<file path="src/design/lu_fifo.sv">
// lookup payload FIFO
module lu_fifo #(
  parameter int  DEPTH     = 4,
  parameter type t_payload = logic
) (
  input  logic                     clk,
  input  logic                     arst_n,
  input  logic                     enq_valid,
  output logic                     enq_ready,
  input  t_payload                 enq_payload,
  output logic                     deq_valid,
  input  logic                     deq_ready,
  output t_payload                 deq_payload,
  output logic [$clog2(DEPTH):0]   free_count
);

  localparam int PTR_W = $clog2(DEPTH);
  localparam int CNT_W = PTR_W + 1;

  t_payload           mem [DEPTH];
  logic [PTR_W-1:0]   wr_ptr_q;
  logic [PTR_W-1:0]   rd_ptr_q;
  logic [CNT_W-1:0]   count_q;
  logic [CNT_W-1:0]   count_nxt;
  logic               push;
  logic               pop;
  logic               not_empty_q;
  logic               not_full_q;

  assign push      = enq_valid && not_full_q;
  assign pop       = not_empty_q && deq_ready;
  // pointers wrap naturally, DEPTH is a power of two
  assign count_nxt = count_q + CNT_W'(push) - CNT_W'(pop);

  // ====================
  // control state
  // ====================
  always_ff @(posedge clk or negedge arst_n) begin
    if (!arst_n) begin
      wr_ptr_q    <= '0;
      rd_ptr_q    <= '0;
      count_q     <= '0;
      not_empty_q <= 1'b0;
      not_full_q  <= 1'b1;
    end else begin
      wr_ptr_q    <= wr_ptr_q + PTR_W'(push);
      rd_ptr_q    <= rd_ptr_q + PTR_W'(pop);
      count_q     <= count_nxt;
      // flags follow the next count
      not_empty_q <= (count_nxt != '0);
      not_full_q  <= (count_nxt != CNT_W'(DEPTH));
    end
  end

  // storage, no reset
  always_ff @(posedge clk) begin
    if (push) begin
      mem[wr_ptr_q] <= enq_payload;
    end
  end

  assign enq_ready   = not_full_q;
  assign deq_valid   = not_empty_q;
  assign deq_payload = mem[rd_ptr_q];
  // space left, used as response credit
  assign free_count  = CNT_W'(DEPTH) - count_q;

endmodule

</file>
<file path="config.mk">
export PLATFORM = sky130hd
export DESIGN_NAME = lu_fifo
export DESIGN_NICKNAME = d
export VERILOG_FILES = /design/src/design/lu_fifo.sv
export SDC_FILE = /design/constraint.sdc
export NUM_CORES = 1
export LEC_CHECK = 0
export BUFFER_PORTS_ARGS = -buffer_cell sky130_fd_sc_hd__buf_4
export CORE_UTILIZATION = 40
export DETAILED_ROUTE_END_ITERATION = 16
export SLEW_MARGIN = 20
export SYNTH_ARGS = -nofsm -noshare
export SYNTH_HDL_FRONTEND = slang
export SYNTH_SLANG_ARGS = --single-unit
export TNS_END_PERCENT = 30
</file>
<file path="constraint.sdc">
create_clock -name clk -period 4.4 [get_ports clk]
set_clock_uncertainty 0.1 [all_clocks]
set_input_delay 0.66 -clock clk [delete_from_list [all_inputs] [get_ports clk]]
set_output_delay 0.66 -clock clk [all_outputs]
set_load 0.05 [all_outputs]
</file>
# --- Word-level counts from Yosys, hierarchy flattened ---
# Memories as Yosys holds them, arrays and structs flattened.
# Index checks and enable logic that the tools add are counted.
word_totals:
  rom_bits: 0
  ram_bits: 4
  ff_bits: 9
  in_bits: 5
  latchBits: 0
  memories: 1
  wordCells: 17
mem_list:
  columns: ["name", "depth", "word_bits", "read_ports", "rd_clocked_by_memory_dff", "wr", "line_no", "source"]
  rows:
  - ["mem", 4, 1, 1, 0, 1, "20", "t_payload mem [DEPTH];"]
op_classes:
  n_lt_le_gt_ge: 0
  bitwise_logic: 0
  n_div: 0
  mul: 0
  addsub: 5
  reduce_logical: 3
  shift: 0
  muxes: 2
  n_eq_ne: 1
op_table:
  columns: ["operator", "count"]
  rows:
  - ["adder 2 x 1 -> 2 bit", 2]
  - ["adder 3 x 1 -> 3 bit", 1]
  - ["inequality test 3 bit (second input constant)", 1]
  - ["nonzero test 3 bit", 1]
  - ["subtractor 3 x 1 -> 3 bit", 1]
  - ["subtractor 3 bit (first input constant)", 1]
  - ["logical AND 1 bit", 2]
  - ["2-to-1 mux 1 bit", 2]

# --- Logic depth before layout (Yosys ltp) ---
# Gate-level depths: netlist of the first run.
depth:
  ltp_word: 4
  ltp_mapped: 6
  mapped_depth_nobuf: 6

# --- Least setup slack after synthesis of the first run ---
# No wires, ideal clock.
synth_path:
  path_kind: "reg2reg"
  from: "register not_full_q (netlist: enq_ready)"
  to: "register not_empty_q (netlist: deq_valid)"
  period_less_slack_ns: 2.167
  stages_incl_launch_ff: 7
  arrival_ns: 1.946
  slack_ns: 2.233
  setup_time_ns: 0.121
  path_buffers: 0
  path_cell_list: "dfstp_2 nand2_1 xor2_1 ha_1 fa_1 nor2_1 nand2b_4"
synth_between:
  elab_chain_len: 4
synth_lines:
  columns: ["element", "line_no", "source"]
  rows:
  - ["start: declaration", "28", "logic not_full_q;"]
  - ["start signal: assignment", "51", "not_full_q <= (count_nxt != CNT_W'(DEPTH));"]
  - ["logical AND 1 bit", "30", "assign push = enq_valid && not_full_q;"]
  - ["adder 3 x 1 -> 3 bit", "33", "assign count_nxt = count_q + CNT_W'(push) - CNT_W'(pop);"]
  - ["subtractor 3 x 1 -> 3 bit", "33", null]
  - ["named net count_nxt[1]", "24", "logic [CNT_W-1:0] count_nxt;"]
  - ["nonzero test 3 bit", "50", "not_empty_q <= (count_nxt != '0);"]
  - ["end signal: assignment", "50", null]
  - ["end: declaration", "27", "logic not_empty_q;"]
# The timed path passes the listed nets, and every way through them passes these cells.

# --- Worst setup path in the final report of the first run ---
layout_path:
  from: "register rd_ptr_q[0]"
  to: "output port deq_payload"
layout_between:
  elab_chain_len: 1
layout_lines:
  columns: ["element", "line_no", "source"]
  rows:
  - ["start: declaration", "22", "logic [PTR_W-1:0] rd_ptr_q;"]
  - ["start signal: assignment", "47", "rd_ptr_q <= rd_ptr_q + PTR_W'(pop);"]
  - ["memory read (4 x 1 bit)", null, null]
  - ["end: declaration", "13", "output t_payload deq_payload,"]
# No other way between the ends.

==> results of run 1 <==
[per-layer routing]
layer | track usage | up-vias | wire [µm]
li1 | - | 158 | -
met1 | 0.1844 | 139 | 372
met2 | 0.1815 | 5 | 406
met3 | 0.05000 | 4 | 28
met4 | 0.1293 | 0 | 19
met5 | 0 | - | 0
[area by class of cell]
type | count | area, µm² | share of cell area
clock buffer | 4 | 26.28 | 0.03797
inverter | 3 | 11.26 | 0.01627
multi-input combinational | 22 | 214.0 | 0.3092
sequential | 13 | 346.6 | 0.5009
tap | 15 | 18.77 | 0.02712
timing repair buffer | 10 | 75.07 | 0.1085
[metrics by stage]
stage,utilization,worst slack [ns]
after global placement,0.5052,2.160
after global routing,0.5252,2.180
final,0.5252,2.240
after CTS,0.5252,2.221
after detailed placement,0.5052,2.150
after floorplan,-,2.233
[worst max path at each step]
| stage | start | endpoint | slack [ns] | cells past startpoint |
|---|---|---|---|---|
| after floorplan | enq_ready$_DFF_PN1_ | deq_valid$_DFF_PN0_ | 2.23 | 6 |
| after global placement | enq_valid | enq_ready$_DFF_PN1_ | 2.16 | 7 |
| after detailed placement | enq_valid | deq_valid$_DFF_PN0_ | 2.15 | 7 |
| after CTS | rd_ptr_q[0]$_DFF_PN0_ | deq_payload | 2.22 | 2 |
| after global routing | rd_ptr_q[0]$_DFF_PN0_ | deq_payload | 2.18 | 2 |
| final | rd_ptr_q[0]$_DFF_PN0_ | deq_payload | 2.24 | 2 |
[cells by family after synthesis]
logic type,Yosys count,synth area share
DFF,13,0.5983
and+or+nand+nor,11,0.1166
xor gates and xnor gates,6,0.1145
buffers and inverters,4,0.03240
adders and majority gates,4,0.09936
muxes,1,0.03887
[worst max-delay path: cells and delay by family (launching register included)]
family | cells | cell delay (ns)
flops | 1 | 0.42
mux | 1 | 0.51
buf+inv | 1 | 0.20
[flip-flops by register name, summed over array words and instances (netlist names)]
register   flops
wr_ptr_q       2
count_q        3
enq_ready      1
rd_ptr_q       2
mem            4
deq_valid      1
[cell usage in the layout, fill, tap and decap left out]
cell type,Yosys,routed
edfxtp_1,4,4
dfrtp_1,8,8
nand3_1,2,2
ha_1,3,3
mux4_2,1,1
dfstp_2,1,1
nor3b_1,2,2
inv_1,3,3
buf_4,1,10
nand2b_4,1,1
xor2_1,3,3
nor2_1,1,1
clkbuf_1,0,1
clkbuf_4,0,3
fa_1,1,1
nand2_1,3,3
xnor3_1,1,1
xnor2_1,2,2
and4_1,1,1
nor3_1,1,1
==> flow_metrics.tcl, run 1 <==
set metrics [dict create \
    netlist_instances 39 \
    cts_buffers 3 \
    area_growth_syn_to_layout_pct 19.44 \
    cp_max_fo 3 \
    fp.dieH_um 40.06 \
    finalSetupTns_ns 0 \
    drc 0 \
    reg2reg_from "enq_ready$_DFF_PN1_" \
    ys_warn_count 0 \
    rsz0062_at_grt "false" \
    fill_cells 122 \
    wl_per_cell_um 12.33 \
    path_class "reg2out" \
    yosysSeqAreaShare 0.5983 \
    synth_seq_cells 13 \
    async_flop_share 0.6923 \
    syn_area_um2 579.3 \
    synth_area_leader_cell "dfrtp_1" \
    wl_um 826 \
    drv_cap 0 \
    clock.fmax_mhz 463.0 \
    r2r-end "deq_valid$_DFF_PN0_" \
    min_path_type "in2async" \
    place_inst 63 \
    numPortBuffers 10 \
    synth_commonest_cells "dfrtp_1, edfxtp_1" \
    ys_types 18 \
    relSlewSlack 0.8233 \
    cts-root-buf "clkbuf_4" \
    whs_ns 0.08622 \
    fin_cells 67 \
    synth_area_per_cell_um2 14.85 \
    grt_usage 0.1424 \
    clk_pin_slew_ns 0.08 \
    crit_path_top_delay_cell "mux4_2" \
    cts_resized 0 \
    die_area_um2 1604 \
    cp_cell_sequence "mux4_2 -> buf_4" \
    cts_tree "built" \
    ff2ff_path_depth 6 \
    dr_total_vias 306 \
    slowest_delay_ns 0.51 \
    core_area_um2 1318 \
    post-route-min-period_ns 2.160 \
    insertion_delay_ns 0.28 \
    finalInstanceArea_um2 691.9 \
    synth-edff-count 4 \
    fp-row-count 13 \
    grt_pass1_vias 309 \
    gr-total-overflow 0 \
    cp-end-kind "output port" \
    worst_ep_required_time_ns 3.64 \
    diodes 0 \
    finalMaxSlewViolations 0 \
    post_cts_buffers 0 \
    synthTopCellsByArea "dfrtp_1, edfxtp_1, ha_1, dfstp_2, xor2_1" \
    start_util 0.4397 \
    run_status "finished clean" \
    vias_per_cell 4.567 \
    htree_levels 1 \
    dp_hpwl_um 639.3 \
    gp_congestion 0.6981 \
    fin_crit_sh 0.4909 \
    hold_viol_final 0 \
    final-setup-viol-count 0 \
    drive_above_1_share 0.3077 \
    synthMostInstantiatedCell "dfrtp_1" \
    grt_max_degree 10 \
    finalNetCount 62 \
    cts_max_path_buffers 2 \
    die_w_um 40.06 \
    tightest_slew_ns 0.2640 \
    placed_cell_area_um2 665.6 \
    cts_sinks 13 \
    synth.net_count 48 \
    synth_top_flop_cell "dfrtp_1" \
    cts-hold-fix-buffers 0 \
    pin_count 11 \
    critPathLaunchType "register" \
    grt_pass1_wl_mm 1.345 \
    dr.pass1.iters 3 \
    antenna_found_initial 0 \
    ant_nets 0 \
    r2r_slack_ns 2.36 \
    drt_iter0_markers 9 \
    crit_arrival_ns 1.40 \
    synth_top_area_frac 0.3456 \
]
Power of run 1 is not shown: default switching activity piles up to over one toggle a cycle in this logic, so the estimate is an artifact.
==> inputs of run 2 (changes only) <==
- clock period: 4.4 -> 2.1 ns (I/O delays scaled with it)
==> flow_metrics.tcl, run 2 (same netlist as run 1, synthesis figures left out) <==
set metrics [dict create \
    run_status "finished clean" \
    cts_max_path_buffers 2 \
    hold_depth 1 \
    crit_arrival_ns 2.03 \
    ff2ff_path_depth 6 \
    grt_max_degree 10 \
    cts_resized 0 \
    finalInstanceArea_um2 711.9 \
    numPortBuffers 10 \
    regMostFlops "mem" \
    post_cts_buffers 0 \
    vias_per_cell 4.794 \
    wl_per_cell_um 12.49 \
    die_area_um2 1604 \
    grt_pass1_wl_mm 1.214 \
    placed_cell_area_um2 675.6 \
    final-setup-viol-count 0 \
    core_area_um2 1318 \
    cts_sinks 13 \
    finalSetupTns_ns 0 \
    worst_ep_required_time_ns 2.17 \
    top_regs "mem: 4 flops, count_q: 3 flops" \
    relSlewSlack 0.8500 \
    pin_count 11 \
    finalMaxSlewViolations 0 \
    cts_tree "built" \
    critPathLaunchType "register" \
    whs_ns 0.1357 \
    cp_cell_sequence "nand2_4 -> xor2_1 -> ha_1 -> fa_1 -> nor2_2 -> nand2b_4" \
    ant_nets 0 \
    drv_cap 0 \
    min_path_type "in2reg" \
    slowest_delay_ns 0.57 \
    finalNetCount 63 \
    crit_path_top_delay_cell "dfstp_2" \
    path_class "reg2reg" \
    fill_cells 106 \
    htree_levels 1 \
    start_util 0.4397 \
    antenna_found_initial 0 \
    dr_total_vias 326 \
    dp_hpwl_um 669.4 \
    gp_congestion 0.6489 \
    die_w_um 40.06 \
    tightest_slew_ns 0.2246 \
    insertion_delay_ns 0.27 \
    final_util 0.5404 \
    clk_pin_slew_ns 0.07 \
    cp_max_fo 6 \
    grt_usage 0.1290 \
    largest_reg_flops 4 \
    diodes 0 \
    gr-total-overflow 0 \
    cts_buffers 3 \
    rsz0062_at_grt "false" \
    clock.fmax_mhz 511.4 \
    post-route-min-period_ns 1.955 \
    drc 0 \
    drive_above_1_share 0.3396 \
    cts-root-buf "clkbuf_4" \
    mostFrequentLayoutCells "buf_4, dfrtp_1, edfxtp_1" \
    final_common_cell "buf_4" \
    fp-row-count 13 \
    hold_viol_final 0 \
    fp.dieH_um 40.06 \
    dr.pass1.iters 4 \
    cp-end-kind "register" \
    wl_um 849 \
    fin_crit_sh 0.9312 \
    grt_pass1_vias 284 \
    area_growth_syn_to_layout_pct 22.89 \
    drt_iter0_markers 5 \
]
[run 2: timing repair]
action / CTS / global route
setup endpoints to repair: 0 / 0
endpoints found under the hold margin: 9 / 0
hold buffers: 1 / 0
[run 2: cell type report]
type / instances / area (µm²) / share of cell area
inverters: 3 / 11.26 / 0.01582
clock buffers: 4 / 26.28 / 0.03691
flip-flops and latches: 13 / 346.6 / 0.4868
repair buffers: 11 / 85.08 / 0.1195
well taps: 15 / 18.77 / 0.02636
multi-input cells: 22 / 224.0 / 0.3146
[run 2: worst paths after layout]
| kind | end | from | slack [ns] |
|---|---|---|---|
| max | deq_valid$_DFF_PN0_ | enq_ready$_DFF_PN1_ | 0.14 |
| min | mem[1]$_DFFE_PP_ | enq_payload | 0.14 |
| max reg2reg | deq_valid$_DFF_PN0_ | enq_ready$_DFF_PN1_ | 0.14 |
| min reg2reg | rd_ptr_q[1]$_DFF_PN0_ | rd_ptr_q[1]$_DFF_PN0_ | 0.38 |
| max in group asynchronous | enq_ready$_DFF_PN1_ | arst_n | 1.39 |
| min in group asynchronous | count_q[2]$_DFF_PN0_ | arst_n | 0.29 |
[run 2: through the flow]
step	setup slack [ns]	cells
global placement	0.2004	63
detailed placement	0.1509	63
finish	0.1445	68
global route	0.06303	68
CTS	0.1407	68
floorplan	0.01466	39
[run 2: metal layers]
layer  wire length, µm  vias to the layer above  GRT usage  share of wire
li1                  -                      162          -              -
met1               371                      157     0.1480           0.44
met2               427                        5     0.2016           0.50
met3                34                        2    0.05000          0.040
met4                16                        0    0.07759          0.019
met5                 0                        -          0              0
[run 2: worst max-delay path, delay by kind of cell, from the launching register on]
kind | cells | cell delay, ns
xor+xnor | 1 | 0.16
fa+ha+maj | 2 | 0.70
flops | 1 | 0.57
simple gates | 3 | 0.33
Power of run 2 is left out for the same reason.
