`src/design/cache_lookup_pkg.sv`:
```
// cache lookup shared definitions
package cache_lookup_pkg;

  // ====================
  // cache geometry
  // ====================
  localparam int NUM_WAYS        = 4;
  localparam int WAY_WIDTH       = 2;
  localparam int NUM_SETS        = 16;
  localparam int SET_WIDTH       = 4;
  localparam int NUM_WORDS_IN_CL = 4;
  localparam int WORD_WIDTH      = 32;
  localparam int OFFSET_WIDTH    = 2;
  localparam int TAG_WIDTH       = 8;
  localparam int ADDR_WIDTH      = 16;

  // address fields: tag | set | word offset | 2'b00
  localparam int LSB_OFFSET = 2;
  localparam int MSB_OFFSET = LSB_OFFSET + OFFSET_WIDTH - 1;
  localparam int LSB_SET    = MSB_OFFSET + 1;
  localparam int MSB_SET    = LSB_SET + SET_WIDTH - 1;
  localparam int LSB_TAG    = MSB_SET + 1;
  localparam int MSB_TAG    = LSB_TAG + TAG_WIDTH - 1;

  // ====================
  // lookup types
  // ====================
  typedef enum logic [1:0] {RD_LU, WR_LU, FILL_LU} t_lu_op;
  typedef enum logic [1:0] {HIT, MISS, NO_RSP} t_lu_result;

  // one cache line, word 0 in the low bits
  typedef logic [NUM_WORDS_IN_CL-1:0][WORD_WIDTH-1:0] t_cl;

  typedef struct packed {
    t_lu_op                lu_op;
    logic [ADDR_WIDTH-1:0] address;
    logic [WORD_WIDTH-1:0] data;
    t_cl                   cl_data;
  } t_lu_req;

  typedef struct packed {
    t_lu_result            lu_result;
    logic [ADDR_WIDTH-1:0] address;
    t_cl                   data;
  } t_lu_rsp;

endpackage

```
`src/design/tag_array.sv`:
```
// set tag and state storage
module tag_array
  import cache_lookup_pkg::*;
(
  input  logic                                clk,
  input  logic                                arst_n,
  input  logic                                rd_en,
  input  logic [SET_WIDTH-1:0]                rd_set,
  output logic [NUM_WAYS-1:0]                 rd_valid,
  output logic [NUM_WAYS-1:0][TAG_WIDTH-1:0]  rd_tags,
  output logic [NUM_WAYS-1:0]                 rd_mru,
  input  logic                                wr_en,
  input  logic [SET_WIDTH-1:0]                wr_set,
  input  logic [NUM_WAYS-1:0]                 wr_way_mask,
  input  logic [TAG_WIDTH-1:0]                wr_tag,
  input  logic [NUM_WAYS-1:0]                 wr_mru
);

  // per-set flags, cleared on reset
  logic [NUM_SETS-1:0][NUM_WAYS-1:0]  valid_q;
  logic [NUM_SETS-1:0][NUM_WAYS-1:0]  mru_q;
  // tags need no reset, valid guards them
  logic [NUM_WAYS-1:0][TAG_WIDTH-1:0] tags_mem [NUM_SETS];

  // ====================
  // valid and MRU
  // ====================
  always_ff @(posedge clk or negedge arst_n) begin
    if (!arst_n) begin
      valid_q  <= '0;
      mru_q    <= '0;
      rd_valid <= '0;
      rd_mru   <= '0;
    end else begin
      if (wr_en) begin
        // valid only on masked ways, MRU on the whole set
        valid_q[wr_set] <= valid_q[wr_set] | wr_way_mask;
        mru_q[wr_set]   <= wr_mru;
      end
      // read sees the state before a same-edge write
      if (rd_en) begin
        rd_valid <= valid_q[rd_set];
        rd_mru   <= mru_q[rd_set];
      end
    end
  end

  // ====================
  // tag storage
  // ====================
  always_ff @(posedge clk) begin
    for (int w = 0; w < NUM_WAYS; w++) begin
      if (wr_en && wr_way_mask[w]) begin
        tags_mem[wr_set][w] <= wr_tag;
      end
    end
    if (rd_en) begin
      rd_tags <= tags_mem[rd_set];
    end
  end

endmodule

```
`config.mk`:
```
export PLATFORM = sky130hd
export DESIGN_NAME = tag_array
export DESIGN_NICKNAME = d
export VERILOG_FILES = /design/src/design/cache_lookup_pkg.sv /design/src/design/tag_array.sv
export SDC_FILE = /design/constraint.sdc
export NUM_CORES = 1
export LEC_CHECK = 0
export BUFFER_PORTS_ARGS = -buffer_cell sky130_fd_sc_hd__buf_2
export CAP_MARGIN = 0
export CORE_MARGIN = 1
export CORE_UTILIZATION = 55
export CTS_CLUSTER_DIAMETER = 80
export DETAILED_ROUTE_END_ITERATION = 6
export HOLD_SLACK_MARGIN = 0.02
export PLACE_DENSITY = 0.76
export REMOVE_ABC_BUFFERS = 1
export SLEW_MARGIN = 5
export SYNTH_ARGS = -nofsm -noshare
export SYNTH_HDL_FRONTEND = slang
export SYNTH_SLANG_ARGS = --single-unit
```
`constraint.sdc`:
```
create_clock -name clk -period 3.5 [get_ports clk]
set_clock_uncertainty 0.2 [all_clocks]
set_input_delay 0.35 -clock clk [delete_from_list [all_inputs] [get_ports clk]]
set_output_delay 0.35 -clock clk [all_outputs]
set_load 0.005 [all_outputs]
```
* Word-level counts from Yosys, hierarchy flattened
Memories as Yosys holds them, arrays and structs flattened. A register that Yosys moved wholly into a read port is not among the register bits. Index checks and enable logic that the tools add are counted.
Word-level totals: RAM bits 512, ROM bits 0, bits of input ports 28, word-level logic and storage cells 62, memories kept 1, bits in latches 0, bits in registers 136, output and inout port bits 40
Memory list:
- tags_mem | depth 16, bits a word 32, rd ports 1, clocked after Yosys merged registers in 1, write ports 1, RTL line tag_array.sv:23 | logic [NUM_WAYS-1:0][TAG_WIDTH-1:0] tags_mem [NUM_SETS];
Cells by class: multiply operators 0, bitwise logic cells 1, shifts and indexed selects 0, multiplexer cells 18, reductions and logical operators 5, add/sub/neg operators 0, order comparisons 3, div/mod/pow operators 0, equality and inequality tests 0
Operators with widths (number):
- bitwise mux 64 bit | 2
- binary-select mux 4 bit (select 4 bit) | 3
- demux 4 bit (select 4 bit) | 1
- two-way mux 4 bit | 4
- less-than comparator 4 x 5 -> 1 bit, second input constant | 2
- two-way mux 1 bit | 8
- logical AND 1 bit | 5
- >= comparator 4 x 1 -> 1 bit, second input constant | 1
- OR 4 bit | 1

* Logic depth before layout (Yosys ltp)
Gate-level depths: netlist of the first run.
word-level depth 5, depth in mapped cells 8, mapped depth without buffers 4

* Worst setup path after synthesis of the first run
No wires, ideal clock.
path kind in2reg, start input port wr_set[2], end memory tags_mem[2][0] (netlist name), enable pin, data arrival time 1.935 ns, required time 2.930 ns, path slack 0.995 ns, library setup time 0.370 ns, stages on the path 6, path buffers 3, cell sequence clkbuf_1 -> or3b_1 -> buf_2 -> or2_2 -> buf_2 -> nor2_1
RTL lines:
- start: declaration | RTL line tag_array.sv:13 | input logic [SET_WIDTH-1:0] wr_set,
- end: declaration | RTL line tag_array.sv:23
No word-level cell before the write port.

* Worst setup path in the final report of the first run
start input port wr_set[3], end memory tags_mem[0][25] (netlist name), enable pin
No word-level cell before the write port.

==> results of run 1 <==
state kept, by name, summed over array words and instances, names as in the netlist:
| name | count |
|---|---|
| valid_q | 64 |
| rd_mru | 4 |
| mru_q | 64 |
| rd_tags | 32 |
| rd_valid | 4 |
| tags_mem | 512 |
metrics by stage:
step | power [W] | cell area (sq um) | hold slack [ns] | instances
after detailed placement | 0.0112 | 28500 | 0.247 | 2084
after global placement | 0.0111 | 28500 | 0.246 | 2084
after CTS | 0.0181 | 30700 | 0.0368 | 2208
final | 0.0180 | 30700 | 0.0762 | 2209
after floorplan | 0.0105 | 26500 | -0.146 | 1260
after global routing | 0.0186 | 30700 | 0.111 | 2208
layout by cell type (no fill, tap or decap), drive strengths merged, types with 3 or more instances in the layout:
master,n
edfxtp,544
mux2,69
nor3,32
nor2,70
buf,167
a21oi,56
dlygate4sd3,6
and2,16
and3,3
mux4,200
o21ai,12
clkinv,23
inv,6
nand2b,3
bufinv,3
o22ai,16
or2,11
dfrtp,136
nand2,63
nor4,8
mux2i,3
a222oi,3
clkbuf,90
power by group:
| part | internal (W) | leakage (nW) | switching, W | total, W |
|---|---|---|---|---|
| clock | 0.00401 | 1.05 | 0.00293 | 0.00695 |
| sequential | 0.00924 | 6.53 | 0.000292 | 0.00953 |
| combinational | 0.000784 | 3.02 | 0.000754 | 0.00154 |
| total | 0.0140 | 10.6 | 0.00398 | 0.0180 |
kinds of logic (layout without fill, tap and decap cells):
family,count (synthesis),in the layout,synth area share (%)
AOI/OAI and AO/OA,87,87,1.75
buffers and inverters,98,296,1.94
DFF,680,680,73.0
muxes,272,272,19.6
other,0,1,0
and+or+nand+nor,217,217,3.71
synthesized netlist by cell type (all sizes together):
library cell / number
and3b: 2
nor4: 8
o21ai: 12
nand2: 63
mux2i: 3
nand2b: 3
inv: 4
a21oi: 56
nand3: 1
edfxtp: 544
or3: 1
o22ai: 16
nor2b: 2
mux4: 200
buf: 60
nor3: 32
mux2: 69
and2b: 1
dfrtp: 136
nand3b: 1
and2: 16
nor2: 70
and3: 3
a222oi: 3
or2: 11
clkbuf: 34
nor3b: 2
or3b: 1
worst max-delay path: stages:
cell and delay (ns):
buf_2 0.21, or3b_1 0.63, or3_1 0.73, nor2_1 0.24, buf_4 0.22
worst min path at each step:
stage / to / cells past startpoint / from
floorplan: mru_q[0]$_DFFE_PN0P_ / 0 / arst_n
global placement: mru_q[47]$_DFFE_PN0P_ / 1 / arst_n
detailed placement: mru_q[63]$_DFFE_PN0P_ / 1 / arst_n
CTS: valid_q[17]$_DFFE_PN0P_ / 3 / wr_set[2]
global route: valid_q[44]$_DFFE_PN0P_ / 4 / wr_set[1]
finish: valid_q[25]$_DFFE_PN0P_ / 3 / wr_set[2]
metal layers:
metal  wire (um)  up-vias
li1            -     5763
met1       23800     7244
met5          26        -
met4        1360        4
met3        5300      113
met2       29500      703
what timing repair did:
| item | 4_1_cts | 5_1_grt |
|---|---|---|
| hold buffers | 6 | 0 |
| setup buffers | 0 | 0 |
| endpoints found under the hold margin | 123 | 0 |
cell type report:
class	instances	area [sq um]
Fill cell	3164	17400
Multi-Input combinational cell	576	6790
Sequential cell	680	19700
Clock inverter	29	225
Timing Repair Buffer	174	1240
Antenna cell	1	2.50
Clock buffer	89	1880
Inverter	4	15.0
Tap cell	656	821
==> flow_summary.ini, run 1 <==
[status]
status = finished, final reports clean

[setup_path]
r2r_slack_ns = 1.51
r2r_end = valid_q[57]$_DFFE_PN0P_
reg2regPathDepth = 4
end_kind = flip-flop
crit_type = primary input to flip-flop
critical_path.endpoint = tags_mem[0][25]$_DFFE_PP_
arrival_ns = 2.40
setup.worst_path.start = wr_set[3]
startpoint_type = primary input
cp_max_fo = 15
cp_data_required_time_ns = 3.58
r2r-start = valid_q[29]$_DFFE_PN0P_

[global_route]
grt_usage_pct = 24.8
grt_max_degree = 83
first_global_vias = 14000
met1_usage_pct = 35.3
use_met3_pct = 5.01
grt_antenna_before_repair = 2
met2_usage_pct = 39.4
grt-ovfl-total = 0
busiest_layer = met2
grt_pass1_wl_um = 89700

[timing]
totalNegativeSetupSlack_ns = 0
postLayoutSetupSlackWorst_ns = 1.18
timing.fmax_mhz = 431
setup_violations = 0
slew_viol_final = 0
rsz0062_at_grt = no
worst_pin_slew_ns = 1.22
min_period_ns = 2.32
period_share_pct = 66.3
hold_viol_final = 0
relSlewSlack_pct = 19.0

[placement]
pre_cts_ws_ns = 0.644
dpl.hpwl_um = 35900
io_buffers = 67
gp_congestion = 0.864

[synthesis]
yosysSeqAreaShare_pct = 73.0
synth_area_leaders = edfxtp_1, mux4_2, dfrtp_1, mux2_2, a21oi_1
synthCells = 1354
syn_area_sq_um = 27100
synth.distinct_cells = 35
yosys.area.top_type_share_pct = 60.4
avgSynthCellArea_sq_um = 20.0
ys_seq_elements = 680
synth_area_leader_cell = edfxtp_1
synth_warnings = 0

[route]
dr.pass1.iters = 5
num_vias = 13800
drc = 0
wl_per_cell_um = 27.2
vias_per_cell = 6.26
drtIter0Drc = 1495
wl_um = 60100
ant_nets = 0

[finish]
final_util_pct = 63.8
nets = 1531
drive_above_1_share_pct = 34.1
area_delta_synth_final_pct = 13.6

[job]
max-cap-violations = 0

[clock_tree]
clock_latency_ns = 0.59
htreeDepth = 3
clockBufferDepth = 3
cts_resized = 0
cts_tree = yes
numCtsBuffers = 67
clk_pin_slew_ns = 0.06
cts.sinks = 680
clock_tree.root_cell = clkbuf_16

[die]
coreArea_sq_um = 48100
dieArea_sq_um = 50100
rows = 80
die_y_um = 224
ios = 68
dieWidth_um = 224
start_util_pct = 56.2

[power_and_ir_drop]
leakagePower_nw = 10.6
vdd_ir_drop_max_uv = 359
powerDensity_nw_per_um2 = 586

[worst_hold_path]
hold_class = primary input to flip-flop
Power figures use the tool's default switching activity.
==> run 2, diff against run 1 <==
==> constraint.sdc (replaced) <==
create_clock -name clk -period 2.4 [get_ports clk]
set_clock_uncertainty 0.2 [all_clocks]
set_input_delay 0.24 -clock clk [delete_from_list [all_inputs] [get_ports clk]]
set_output_delay 0.24 -clock clk [all_outputs]
set_load 0.005 [all_outputs]
==> flow_summary.ini, run 2 (synthesis results as in run 1) <==
[clock_tree]
clockBufferDepth = 3
numCtsBuffers = 67
cts_tree = yes
clock_tree.root_cell = clkbuf_16
cts.sinks = 680
clk_pin_slew_ns = 0.06
clock_latency_ns = 0.60
cts_resized = 0
htreeDepth = 3
cts_setup_buffers = 0

[setup_path]
cp_data_required_time_ns = 2.49
cp_max_fo = 11
end_kind = flip-flop
arrival_ns = 2.46
startpoint_type = primary input
crit_type = primary input to flip-flop
setup.worst_path.start = wr_set[3]
r2r-start = valid_q[14]$_DFFE_PN0P_

[finish]
fin_area_sq_um = 31500
final_common_cell = edfxtp_1
final_util_pct = 65.3
drive_above_1_share_pct = 35.8
area_delta_synth_final_pct = 16.3
nFillCells = 3100
nets = 1593
layout_common_cells = edfxtp_1, mux4_2, buf_4
num_antenna_cells = 0
multi_input_area_sq_um = 6790
area.sequential_sq_um = 19700
top_register = tags_mem
top_regs = tags_mem x512, mru_q x64, valid_q x64
largest_reg_flops = 512

[power_and_ir_drop]
power_switching_w = 0.00589
intPower_w = 0.0209
powerDensity_nw_per_um2 = 851
leakagePower_nw = 11.0
clkPwrFrac_pct = 39.3
combPwrFrac_pct = 8.8
p_seq_share_pct = 51.9
swShare_pct = 22.0
totalPowerFinal_w = 0.0268
vdd_ir_drop_max_uv = 624

[route]
wl_per_cell_um = 27.6
wl_um = 62700
vias_per_cell = 6.22
dr.pass1.iters = 5
num_vias = 14100
ant_nets = 0
drtIter0Drc = 1580
drc = 0

[placement]
dpl_cell_area_sq_um = 29100
gp_congestion = 0.897
io_buffers = 67
dpl.hpwl_um = 38300
pre_cts_ws_ns = 0.0323

[die]
die_y_um = 224
start_util_pct = 56.2
coreArea_sq_um = 48100
dieArea_sq_um = 50100
rows = 80
dieWidth_um = 224
ios = 68

[global_route]
grt_antenna_before_repair = 1
grt-ovfl-total = 0
grt_pass1_wl_um = 93600
grt_usage_pct = 26.0
first_global_vias = 14400
grt_max_degree = 65

[timing]
period_share_pct = 98.6
slew_viol_final = 0
totalNegativeSetupSlack_ns = 0
worst_pin_slew_ns = 1.18
setup_violations = 0
min_period_ns = 2.37
postLayoutSetupSlackWorst_ns = 0.0346
rsz0062_at_grt = no
hold_viol_final = 0
timing.fmax_mhz = 423
relSlewSlack_pct = 21.3

[job]
max-cap-violations = 0

[worst_hold_path]
hold_class = primary input to flip-flop
hp-start = wr_tag[6]

[status]
status = finished, final reports clean
==> run 2: cell types whose count changed in the layout (fill, tap and decap cells not counted) <==
cell / change
buf_12: +13
buf_4: +40
bufinv_16: +2
clkbuf_1: -1
clkbuf_16: +3
clkbuf_8: -2
clkinv_1: +4
clkinv_2: -8
clkinvlp_4: +1
diode_2: -1
dlygate4sd3_1: +9
==> run 2: final timing paths <==
kind	to	slack, ns	cells after the start
min in group asynchronous	mru_q[48]$_DFFE_PN0P_	0.52	3
max reg2reg	valid_q[58]$_DFFE_PN0P_	0.42	4
max in group asynchronous	mru_q[38]$_DFFE_PN0P_	0.82	4
min reg2reg	valid_q[33]$_DFFE_PN0P_	0.26	1
max	tags_mem[6][1]$_DFFE_PP_	0.03	7
min	tags_mem[15][22]$_DFFE_PP_	0.06	1
==> run 2: power groups by stage <==
stage | logic [W] | clock network, W | registers, W
floorplan | 0.00134 | 0 | 0.0140
global placement | 0.00225 | 0 | 0.0141
detailed placement | 0.00232 | 0 | 0.0141
CTS | 0.00237 | 0.0106 | 0.0139
global route | 0.00255 | 0.0111 | 0.0140
finish | 0.00236 | 0.0105 | 0.0139
==> run 2: cell type report <==
class	instances	area share, %
Multi-Input combinational cell	576	21.6
Clock buffer	89	6.13
Timing Repair Buffer	236	6.01
Sequential cell	680	62.8
Clock inverter	28	0.851
Inverter	4	0.0477
Tap cell	656	2.61
==> run 2: timing repair <==
action                                 CTS  global route
hold buffers                            15             0
endpoints found under the hold margin  323             0
setup endpoints to repair                0             0
==> run 2: critical path, cell delays in order <==
cell and delay (ns):
dlygate4sd3_1 0.59, buf_2 0.17, buf_4 0.19, nand3b_1 0.38, buf_4 0.29, nor3_1 0.31, buf_4 0.28
==> run 2: stage by stage <==
| step | hold WS, ns | std cells |
|---|---|---|
| CTS | 0.0428 | 2269 |
| global placement | 0.0410 | 2137 |
| global route | 0.0587 | 2269 |
| finish | 0.0571 | 2269 |
| detailed placement | 0.0453 | 2137 |
| floorplan | -0.256 | 1260 |
==> run 2: per-layer routing <==
layer  vias up  GRT usage (%)  share of wire, %
li1       5882              -                 -
met1      7438           36.7                40
met2       683           41.9                49
met3       102           4.81               7.8
met4         2           8.15               2.5
met5         -              0             0.014
