--- src/design/cache_lookup_pkg.sv ---
// cache lookup shared definitions
package cache_lookup_pkg;

  // ====================
  // cache geometry
  // ====================
  localparam int NUM_WAYS        = 4;
  localparam int WAY_WIDTH       = 2;
  localparam int NUM_SETS        = 16;
  localparam int SET_WIDTH       = 4;
  localparam int NUM_WORDS_IN_CL = 4;
  localparam int WORD_WIDTH      = 32;
  localparam int OFFSET_WIDTH    = 2;
  localparam int TAG_WIDTH       = 8;
  localparam int ADDR_WIDTH      = 16;

  // address fields: tag | set | word offset | 2'b00
  localparam int LSB_OFFSET = 2;
  localparam int MSB_OFFSET = LSB_OFFSET + OFFSET_WIDTH - 1;
  localparam int LSB_SET    = MSB_OFFSET + 1;
  localparam int MSB_SET    = LSB_SET + SET_WIDTH - 1;
  localparam int LSB_TAG    = MSB_SET + 1;
  localparam int MSB_TAG    = LSB_TAG + TAG_WIDTH - 1;

  // ====================
  // lookup types
  // ====================
  typedef enum logic [1:0] {RD_LU, WR_LU, FILL_LU} t_lu_op;
  typedef enum logic [1:0] {HIT, MISS, NO_RSP} t_lu_result;

  // one cache line, word 0 in the low bits
  typedef logic [NUM_WORDS_IN_CL-1:0][WORD_WIDTH-1:0] t_cl;

  typedef struct packed {
    t_lu_op                lu_op;
    logic [ADDR_WIDTH-1:0] address;
    logic [WORD_WIDTH-1:0] data;
    t_cl                   cl_data;
  } t_lu_req;

  typedef struct packed {
    t_lu_result            lu_result;
    logic [ADDR_WIDTH-1:0] address;
    t_cl                   data;
  } t_lu_rsp;

endpackage

--- src/design/cache_pipe.sv ---
// three-stage lookup pipeline
module cache_pipe
  import cache_lookup_pkg::*;
#(
  parameter int RSP_FIFO_DEPTH = 4
) (
  input  logic                                clk,
  input  logic                                arst_n,
  input  logic                                req_valid,
  output logic                                req_ready,
  input  t_lu_req                             req,
  input  logic [$clog2(RSP_FIFO_DEPTH):0]     rsp_free,
  output logic                                rsp_valid,
  output t_lu_rsp                             rsp,
  output logic                                tag_rd_en,
  output logic [SET_WIDTH-1:0]                tag_rd_set,
  input  logic [NUM_WAYS-1:0]                 tag_rd_valid,
  input  logic [NUM_WAYS-1:0][TAG_WIDTH-1:0]  tag_rd_tags,
  input  logic [NUM_WAYS-1:0]                 tag_rd_mru,
  output logic                                tag_wr_en,
  output logic [SET_WIDTH-1:0]                tag_wr_set,
  output logic [NUM_WAYS-1:0]                 tag_wr_way_mask,
  output logic [TAG_WIDTH-1:0]                tag_wr_tag,
  output logic [NUM_WAYS-1:0]                 tag_wr_mru,
  output logic                                data_rd_en,
  output logic [SET_WIDTH+WAY_WIDTH-1:0]      data_rd_addr,
  input  t_cl                                 data_rd_line,
  output logic                                data_wr_en,
  output logic [SET_WIDTH+WAY_WIDTH-1:0]      data_wr_addr,
  output t_cl                                 data_wr_line
);

  localparam int FREE_W = $clog2(RSP_FIFO_DEPTH) + 1;

  logic                    accept;
  logic                    hazard;
  logic [FREE_W-1:0]       in_flight;
  logic [SET_WIDTH-1:0]    q1_set;
  // q2 stage
  logic                    q2_valid_q;
  t_lu_op                  q2_op_q;
  logic [TAG_WIDTH-1:0]    q2_tag_q;
  logic [SET_WIDTH-1:0]    q2_set_q;
  logic [OFFSET_WIDTH-1:0] q2_offset_q;
  logic [WORD_WIDTH-1:0]   q2_data_q;
  t_cl                     q2_cl_data_q;
  logic [NUM_WAYS-1:0]     hit_vec;
  logic                    q2_hit;
  logic [WAY_WIDTH-1:0]    hit_way;
  logic [WAY_WIDTH-1:0]    victim_way;
  logic [WAY_WIDTH-1:0]    q2_way;
  logic [NUM_WAYS-1:0]     way_onehot;
  logic [NUM_WAYS-1:0]     mru_set;
  // q3 stage
  logic                    q3_valid_q;
  t_lu_op                  q3_op_q;
  logic                    q3_hit_q;
  logic [TAG_WIDTH-1:0]    q3_tag_q;
  logic [SET_WIDTH-1:0]    q3_set_q;
  logic [OFFSET_WIDTH-1:0] q3_offset_q;
  logic [WORD_WIDTH-1:0]   q3_data_q;
  t_cl                     q3_cl_data_q;
  logic [WAY_WIDTH-1:0]    q3_way_q;
  t_cl                     merged_line;

  // ====================
  // q1 issue
  // ====================
  assign q1_set = req.address[MSB_SET:LSB_SET];
  // q3 pushes this edge, q2 next, new one after
  assign in_flight = FREE_W'(q2_valid_q) + FREE_W'(q3_valid_q);
  // same set as a stage that still writes its array
  assign hazard = (tag_wr_en && (q1_set == q2_set_q)) ||
                  (data_wr_en && (q1_set == q3_set_q));
  assign req_ready  = (rsp_free > in_flight) && !hazard;
  assign accept     = req_valid && req_ready;
  assign tag_rd_en  = accept;
  assign tag_rd_set = q1_set;

  always_ff @(posedge clk or negedge arst_n) begin
    if (!arst_n) begin
      q2_valid_q <= 1'b0;
      q3_valid_q <= 1'b0;
    end else begin
      q2_valid_q <= accept;
      q3_valid_q <= q2_valid_q;
    end
  end

  // stage payload, qualified by the valid bits
  always_ff @(posedge clk) begin
    q2_op_q      <= req.lu_op;
    q2_tag_q     <= req.address[MSB_TAG:LSB_TAG];
    q2_set_q     <= q1_set;
    q2_offset_q  <= req.address[MSB_OFFSET:LSB_OFFSET];
    q2_data_q    <= req.data;
    q2_cl_data_q <= req.cl_data;
    q3_op_q      <= q2_op_q;
    q3_hit_q     <= q2_hit;
    q3_tag_q     <= q2_tag_q;
    q3_set_q     <= q2_set_q;
    q3_offset_q  <= q2_offset_q;
    q3_data_q    <= q2_data_q;
    q3_cl_data_q <= q2_cl_data_q;
    q3_way_q     <= q2_way;
  end

  // ====================
  // q2 compare and victim
  // ====================
  always_comb begin
    hit_way = '0;
    for (int w = NUM_WAYS - 1; w >= 0; w--) begin
      hit_vec[w] = tag_rd_valid[w] && (tag_rd_tags[w] == q2_tag_q);
      if (hit_vec[w]) begin
        hit_way = WAY_WIDTH'(w);
      end
    end
  end
  assign q2_hit = |hit_vec;

  // first invalid way, else lowest way with MRU clear
  always_comb begin
    victim_way = '0;
    for (int w = NUM_WAYS - 1; w >= 0; w--) begin
      if (!tag_rd_mru[w]) begin
        victim_way = WAY_WIDTH'(w);
      end
    end
    for (int w = NUM_WAYS - 1; w >= 0; w--) begin
      if (!tag_rd_valid[w]) begin
        victim_way = WAY_WIDTH'(w);
      end
    end
  end

  // a fill that hits refreshes its own way
  assign q2_way     = (q2_op_q == FILL_LU && !q2_hit) ? victim_way : hit_way;
  assign way_onehot = {{(NUM_WAYS-1){1'b0}}, 1'b1} << q2_way;
  assign mru_set    = tag_rd_mru | way_onehot;

  // tag and MRU update on any hit or fill
  assign tag_wr_en       = q2_valid_q && (q2_hit || q2_op_q == FILL_LU);
  assign tag_wr_set      = q2_set_q;
  assign tag_wr_way_mask = (q2_op_q == FILL_LU) ? way_onehot : '0;
  assign tag_wr_tag      = q2_tag_q;
  // all MRU set collapses to the new way only
  assign tag_wr_mru      = (&mru_set) ? way_onehot : mru_set;

  assign data_rd_en   = q2_valid_q && q2_hit;
  assign data_rd_addr = {q2_set_q, q2_way};

  // ====================
  // q3 response and write
  // ====================
  assign rsp_valid       = q3_valid_q;
  assign rsp.lu_result   = !q3_valid_q                   ? NO_RSP :
                           (q3_op_q == FILL_LU || q3_hit_q) ? HIT : MISS;
  assign rsp.address     = {q3_tag_q, q3_set_q, q3_offset_q, 2'b00};
  assign rsp.data        = (q3_op_q == FILL_LU)            ? q3_cl_data_q :
                           (q3_op_q == RD_LU && q3_hit_q)  ? data_rd_line : '0;

  // word write into the line read in q2
  always_comb begin
    merged_line              = data_rd_line;
    merged_line[q3_offset_q] = q3_data_q;
  end

  assign data_wr_en   = q3_valid_q && (q3_op_q == FILL_LU || (q3_op_q == WR_LU && q3_hit_q));
  assign data_wr_addr = {q3_set_q, q3_way_q};
  assign data_wr_line = (q3_op_q == FILL_LU) ? q3_cl_data_q : merged_line;

endmodule

--- config.mk ---
export PLATFORM = sky130hd
export DESIGN_NAME = cache_pipe
export DESIGN_NICKNAME = d
export VERILOG_FILES = /design/src/design/cache_lookup_pkg.sv /design/src/design/cache_pipe.sv
export SDC_FILE = /design/constraint.sdc
export NUM_CORES = 1
export LEC_CHECK = 0
export BUFFER_PORTS_ARGS = -buffer_cell sky130_fd_sc_hd__buf_2
export CELL_PAD_IN_SITES_DETAIL_PLACEMENT = 2
export CELL_PAD_IN_SITES_GLOBAL_PLACEMENT = 2
export CORE_AREA = 8 8 256 258
export CTS_CLUSTER_SIZE = 28
export DETAILED_ROUTE_END_ITERATION = 12
export DIE_AREA = 0 0 264 266
export PLACE_DENSITY_LB_ADDON = 0.1
export SLEW_MARGIN = 20
export SYNTH_ARGS = -nofsm -noshare
export SYNTH_HDL_FRONTEND = slang
export SYNTH_SLANG_ARGS = --single-unit
--- constraint.sdc ---
create_clock -name clk -period 1.7 [get_ports clk]
set_input_delay 0.17 -clock clk [delete_from_list [all_inputs] [get_ports clk]]
set_output_delay 0.17 -clock clk [all_outputs]
set_load 0.01 [all_outputs]
## Word-level counts from Yosys, hierarchy flattened

Cells that the tools add are included.

- Word-level logic and storage cells: 84
- Flip-flop bits (word level): 357

- Multiplexer cells: 23
- Shift-type cells: 1
- Bitwise logic cells: 1
- Add/sub/neg operators: 1
- Eq/ne operators: 9
- Magnitude comparators: 3
- Reduce and logical (&&, ||, !) cells: 24

Operators by type and width:

| kind | number |
|---|---|
| 128-bit 2-to-1 mux | 3 |
| 128-bit bitwise mux | 1 |
| 32-bit demux with 2-bit select | 1 |
| 8-bit == test | 4 |
| 32-bit 2-to-1 mux | 1 |
| 2-bit 2-to-1 mux | 14 |
| 1-bit logical AND | 15 |
| 4-bit == test | 2 |
| 4-bit 2-to-1 mux | 2 |
| 2-bit == test (second input constant) | 2 |
| 1-bit logical OR | 4 |
| 4-bit bitwise OR | 1 |
| 4-bit AND reduction | 1 |
| 4-bit OR reduction | 1 |
| 1-bit by 2-bit left shift with 4-bit output (first input constant) | 1 |
| 3-bit by 2-bit > comparator with 1-bit output | 1 |
| 2-bit by 3-bit < comparator with 1-bit output (second input constant) | 1 |
| 1-bit by 1-bit adder with 2-bit output | 1 |
| 2-bit by 1-bit == test with 1-bit output (second input constant) | 1 |
| 2-bit by 1-bit greater-or-equal comparator with 1-bit output (second input constant) | 1 |
| 1-bit logical NOT | 2 |
| 2-bit logical NOT | 1 |
| 1-bit 2-to-1 mux | 1 |

## Longest topological paths before layout

- Word-level depth: 13
- Mapped depth: 8
- Gate-level depth less buffers: 8

## Worst setup path after synthesis

No wires, ideal clock.

- Path type: register -> output
- Start point: register q2_tag_q[2] (netlist: tag_wr_tag[2])
- End point: output tag_wr_mru[0]
- Data required time: 1.530 ns
- Data arrival time: 1.865 ns
- Stages on the path, launching flop included: 9
- Path buffers: 1
- Setup slack: -0.335 ns
- Cells stage by stage: dfxtp_1 buf_2 xnor2_1 nand2_1 or3_4 and4b_1 o21ai_2 a22oi_1 a31oi_1

- Word-level cells in the longest chain between the ends: 11
- Elaborated cells between the ends (all ways): 20
- Classes of those cells: eq/ne (4); shift (1); mux (6); bitwise (1); reduce/logical (8)

Ends and longest elaborated chain:

| item | line | RTL |
|---|---|---|
| start, declared | cache_pipe.sv:42 | `logic [TAG_WIDTH-1:0] q2_tag_q;` |
| start signal, assigned | cache_pipe.sv:93 | `q2_tag_q <= req.address[MSB_TAG:LSB_TAG];` |
| 8-bit == test | cache_pipe.sv:114 | `hit_vec[w] = tag_rd_valid[w] && (tag_rd_tags[w] == q2_tag_q);` |
| 1-bit logical AND | cache_pipe.sv:114 |  |
| 2-bit 2-to-1 mux (4 in series) | cache_pipe.sv:115 | `if (hit_vec[w]) begin` |
| 2-bit 2-to-1 mux * | cache_pipe.sv:138 | `assign q2_way = (q2_op_q == FILL_LU && !q2_hit) ? victim_way : hit_way;` |
| 1-bit by 2-bit left shift with 4-bit output * | cache_pipe.sv:139 | `assign way_onehot = {{(NUM_WAYS-1){1'b0}}, 1'b1} << q2_way;` |
| 4-bit bitwise OR | cache_pipe.sv:140 | `assign mru_set = tag_rd_mru \| way_onehot;` |
| 4-bit AND reduction | cache_pipe.sv:148 | `assign tag_wr_mru = (&mru_set) ? way_onehot : mru_set;` |
| 4-bit 2-to-1 mux * | cache_pipe.sv:148 |  |
| end, declared | cache_pipe.sv:24 | `output logic [NUM_WAYS-1:0] tag_wr_mru,` |

Every way passes the cells marked *; elsewhere a longest branch is shown, timed or not.

## Worst setup path in the final report

- Start point: register q2_tag_q[4] (netlist: tag_wr_tag[4])
- End point: output tag_wr_way_mask[1]

- Word-level cells in the longest chain between the ends: 9
- Elaborated cells between the ends (all ways): 18
- Classes of those cells: eq/ne (4); shift (1); mux (6); reduce/logical (7)

Ends and longest elaborated chain:

| item | line | RTL |
|---|---|---|
| 8-bit == test | cache_pipe.sv:114 |  |
| 1-bit logical AND | cache_pipe.sv:114 |  |
| 2-bit 2-to-1 mux (4 in series) | cache_pipe.sv:115 |  |
| 2-bit 2-to-1 mux * | cache_pipe.sv:138 |  |
| 1-bit by 2-bit left shift with 4-bit output * | cache_pipe.sv:139 |  |
| 4-bit 2-to-1 mux * | cache_pipe.sv:145 | `assign tag_wr_way_mask = (q2_op_q == FILL_LU) ? way_onehot : '0;` |
| end, declared | cache_pipe.sv:22 | `output logic [NUM_WAYS-1:0] tag_wr_way_mask,` |

Marked as above.

==> summary.txt <==
Run status
  – Status: finished with violations
  – Failing checks: setup timing

Clock tree
  – CTS Sinks: 357
  – Root buf cell: clkbuf_16
  – Maximum clock path buffer count: 3
  – CTS tree: done
  – H-tree levels: 2
  – Num CTS Buffers: 44
  – Later-pin clock latency in the skew report: 0.56 ns
  – Clock-pin slew on the worst setup and hold paths: 0.06 ns

GRT
  – Largest net degree at the start of global routing: 14
  – Vias in the first global route: 15500
  – GR Overflow Total: 0
  – First-pass GRT wire length: 109 mm
  – Gr usage total: 0.211
  – Initial antenna violation count: 27

STA
  – Min Tclk post-route: 2.71 ns
  – Max Slew Vio Count: 0
  – Final worst path period share: 1.60
  – Setup TNS: -128.36 ns
  – Clock skew: 0.0118 ns
  – Hold Violations, Final: 0
  – RSZ-0062 raised after global routing: yes
  – FMAX: 369 MHz
  – Setup violators final: 273
  – Min setup slack post-route: -1.01 ns

Route
  – Initial DRC count: 288
  – WL/cell: 25.8 um
  – WL final: 80.1 mm
  – Drt pass-1 iters: 4
  – DRC Markers: 0
  – Antenna Nets Post-Route: 0
  – Routed via count: 13200
  – Vias per inst: 4.24

Placement
  – Dpl cells: 2689
  – Placed Instance Area: 16900 um2
  – GPL Wtd Cong: 0.810
  – Port bufs: 663
  – Detailed-placement wirelength estimate: 52.5 mm

Worst setup path
  – WP data arrival: 2.54 ns
  – Path type of the worst setup path: register to primary output
  – Worst path bufs/invs: 3
  – Critical path, cell by cell: xnor2_1 -> nand4_1 -> or3_4 -> and4b_2 -> o21ai_4 -> buf_4 -> buf_6 -> nor2_2 -> buf_2
  – CP max-delay cell: or3_4
  – Worst Setup End Kind: primary output
  – Crit start category: register
  – Worst-path maximum fanout: 5
  – R2R setup slack: -0.15 ns
  – Max stage delay on crit path: 0.39 ns
  – Cell family with most CP delay: simple AND/OR/NAND/NOR gates
  – Critical path data required time: 1.53 ns

Floorplanning
  – FP Rows: 91
  – Chip height: 266 um
  – Core area: 61300 um2
  – Die area: 70200 um2
  – Initial Util: 0.194
  – Die X: 264 um
  – # IOs: 668

Layout
  – Register area: 7200 um2
  – Final net count: 2624
  – FILL cells: 6249
  – Layout cells sized above 1: 0.666
  – Finished Layout Cells: 3109
  – Area grow syn2layout: 130%
  – Post-route design area: 27300 um2
  – Multi-input logic area: 7580 um2

Logic synthesis
  – Register area share after synthesis: 0.602
  – Syn Area/Cell: 9.80 um2
  – Area contributors post-synth: dfxtp_1 60%, nand2_1 13%, mux2i_1 11%
  – Count leader, synth: nand2_1
  – Synth Cell Area: 11900 um2
  – EDFF count, synth: 0
  – Synth unique cells: 48
  – Post-synth ARST share: 0.00560
  – Gate Count Post-Synth: 1213
  – Top post-synthesis cells by count: 396 x nand2_1, 355 x dfxtp_1, 129 x o21ai_0
  – Main synth FF type: dfxtp_1
  – Cell type with the highest aggregate area in the netlist: dfxtp_1
  – Ys Warns: 0
  – Synth top area share: 0.598
  – Register bit total from synthesis: 357

Run
  – Number of max-cap violations: 0

Power and ir drop
  – Cell Pwr Density: 860 nW/um2
  – Peak VDD IR: 731 uV
  – Pwr Total: 23.5 mW
  – Leakage: 13.2 nW

Worst hold path
  – HP Class: primary input to register
## metal layers
metal / track usage / wire, um / vias up
li1: - / - / 6140
met4: 0.0517 / 1990 / 16
met1: 0.228 / 29900 / 6501
met2: 0.399 / 43100 / 428
met5: 0 / 93 / -
met3: 0.0661 / 5080 / 112
## layout by cell type, fill, tap and decap left out, types with 32 or more instances in the layout
cell type and count:
buf_2 497, dlygate4sd3_1 179, clkbuf_16 48, o21ai_2 82
dfxtp_1 342, mux2i_1 76, nand2_2 145, nand2_1 59
buf_4 72, nand2_4 169, buf_16 32, buf_12 81
buf_6 195
## cells by family after synthesis
family / synth area share
and+or+nand+nor: 0.151
muxes: 0.108
adders and majority gates: 0.00316
xor gates and xnor gates: 0.0295
other: 0.000316
buffers and inverters: 0.0345
AOI/OAI and AO/OA: 0.0711
DFF: 0.602
## stage by stage
step	setup slack (ns)	util	hold WS, ns
final	-1.01	0.446	0.240
after global routing	-1.12	0.446	0.213
after CTS	-1.00	0.402	0.178
after detailed placement	-0.481	0.276	-0.0392
after global placement	-0.485	0.276	-0.0419
after floorplan	-0.240	-	-0.126
## final cells by class
| cell class | instances | share of cell area |
|---|---|---|
| Inverter | 9 | 0.00124 |
| Clock inverter | 13 | 0.00568 |
| Antenna cell | 17 | 0.00156 |
| Multi-Input combinational cell | 771 | 0.278 |
| Sequential cell | 357 | 0.264 |
| Tap cell | 790 | 0.0362 |
| Clock buffer | 66 | 0.0482 |
| Timing Repair Buffer | 1086 | 0.366 |
## registers in the layout, indices dropped and copies added (netlist names), 2 cells and up
signal and cells:
q2_cl_data_q 128, q2_data_q 32, q2_offset_q 2, q2_op_q 2, q3_cl_data_q 128, q3_data_q 32, q3_offset_q 2, q3_op_q 2
q3_set_q 4, q3_tag_q 8, q3_way_q 2, tag_wr_set 4, tag_wr_tag 8
## power by group
| part | switching [mW] | internal, mW |
|---|---|---|
| logic | 2.23 | 2.53 |
| registers | 0.326 | 8.82 |
| clock network | 3.78 | 5.80 |
| total | 6.33 | 17.1 |
## worst paths after layout
| check | startpoint | depth (start not counted) | endpoint |
|---|---|---|---|
| max reg2reg | tag_wr_tag[4]$_DFF_P_ | 8 | q2_valid_q$_DFF_PN0_ |
| min in group asynchronous | arst_n | 3 | q2_valid_q$_DFF_PN0_ |
| min reg2reg | q2_cl_data_q[80]$_DFF_P_ | 0 | q3_cl_data_q[80]$_DFF_P_ |
| max in group asynchronous | arst_n | 3 | rsp_valid$_DFF_PN0_ |
| max | tag_wr_tag[4]$_DFF_P_ | 9 | tag_wr_way_mask[1] |
| min | req[31] | 2 | q2_cl_data_q[31]$_DFF_P_ |
## worst reg2reg max path: cells and delay by family (launching register included)
kind | cells | cell delay (ns)
and+or+nand+nor | 4 | 0.83
DFF | 1 | 0.37
buffers and inverters | 2 | 0.28
xor gates and xnor gates | 1 | 0.17
AOI/OAI and AO/OA | 1 | 0.09
## repair_timing
action                                  4_1_cts  5_1_grt
pin swaps                                   171      201
cloned                                       45        2
hold endpoints to repair                    179        0
resized for setup                           724      684
endpoints found under the setup margin      275      275
hold buffers                                179        0
buffers inserted                             89       48
(Power assumes the default switching activity.)
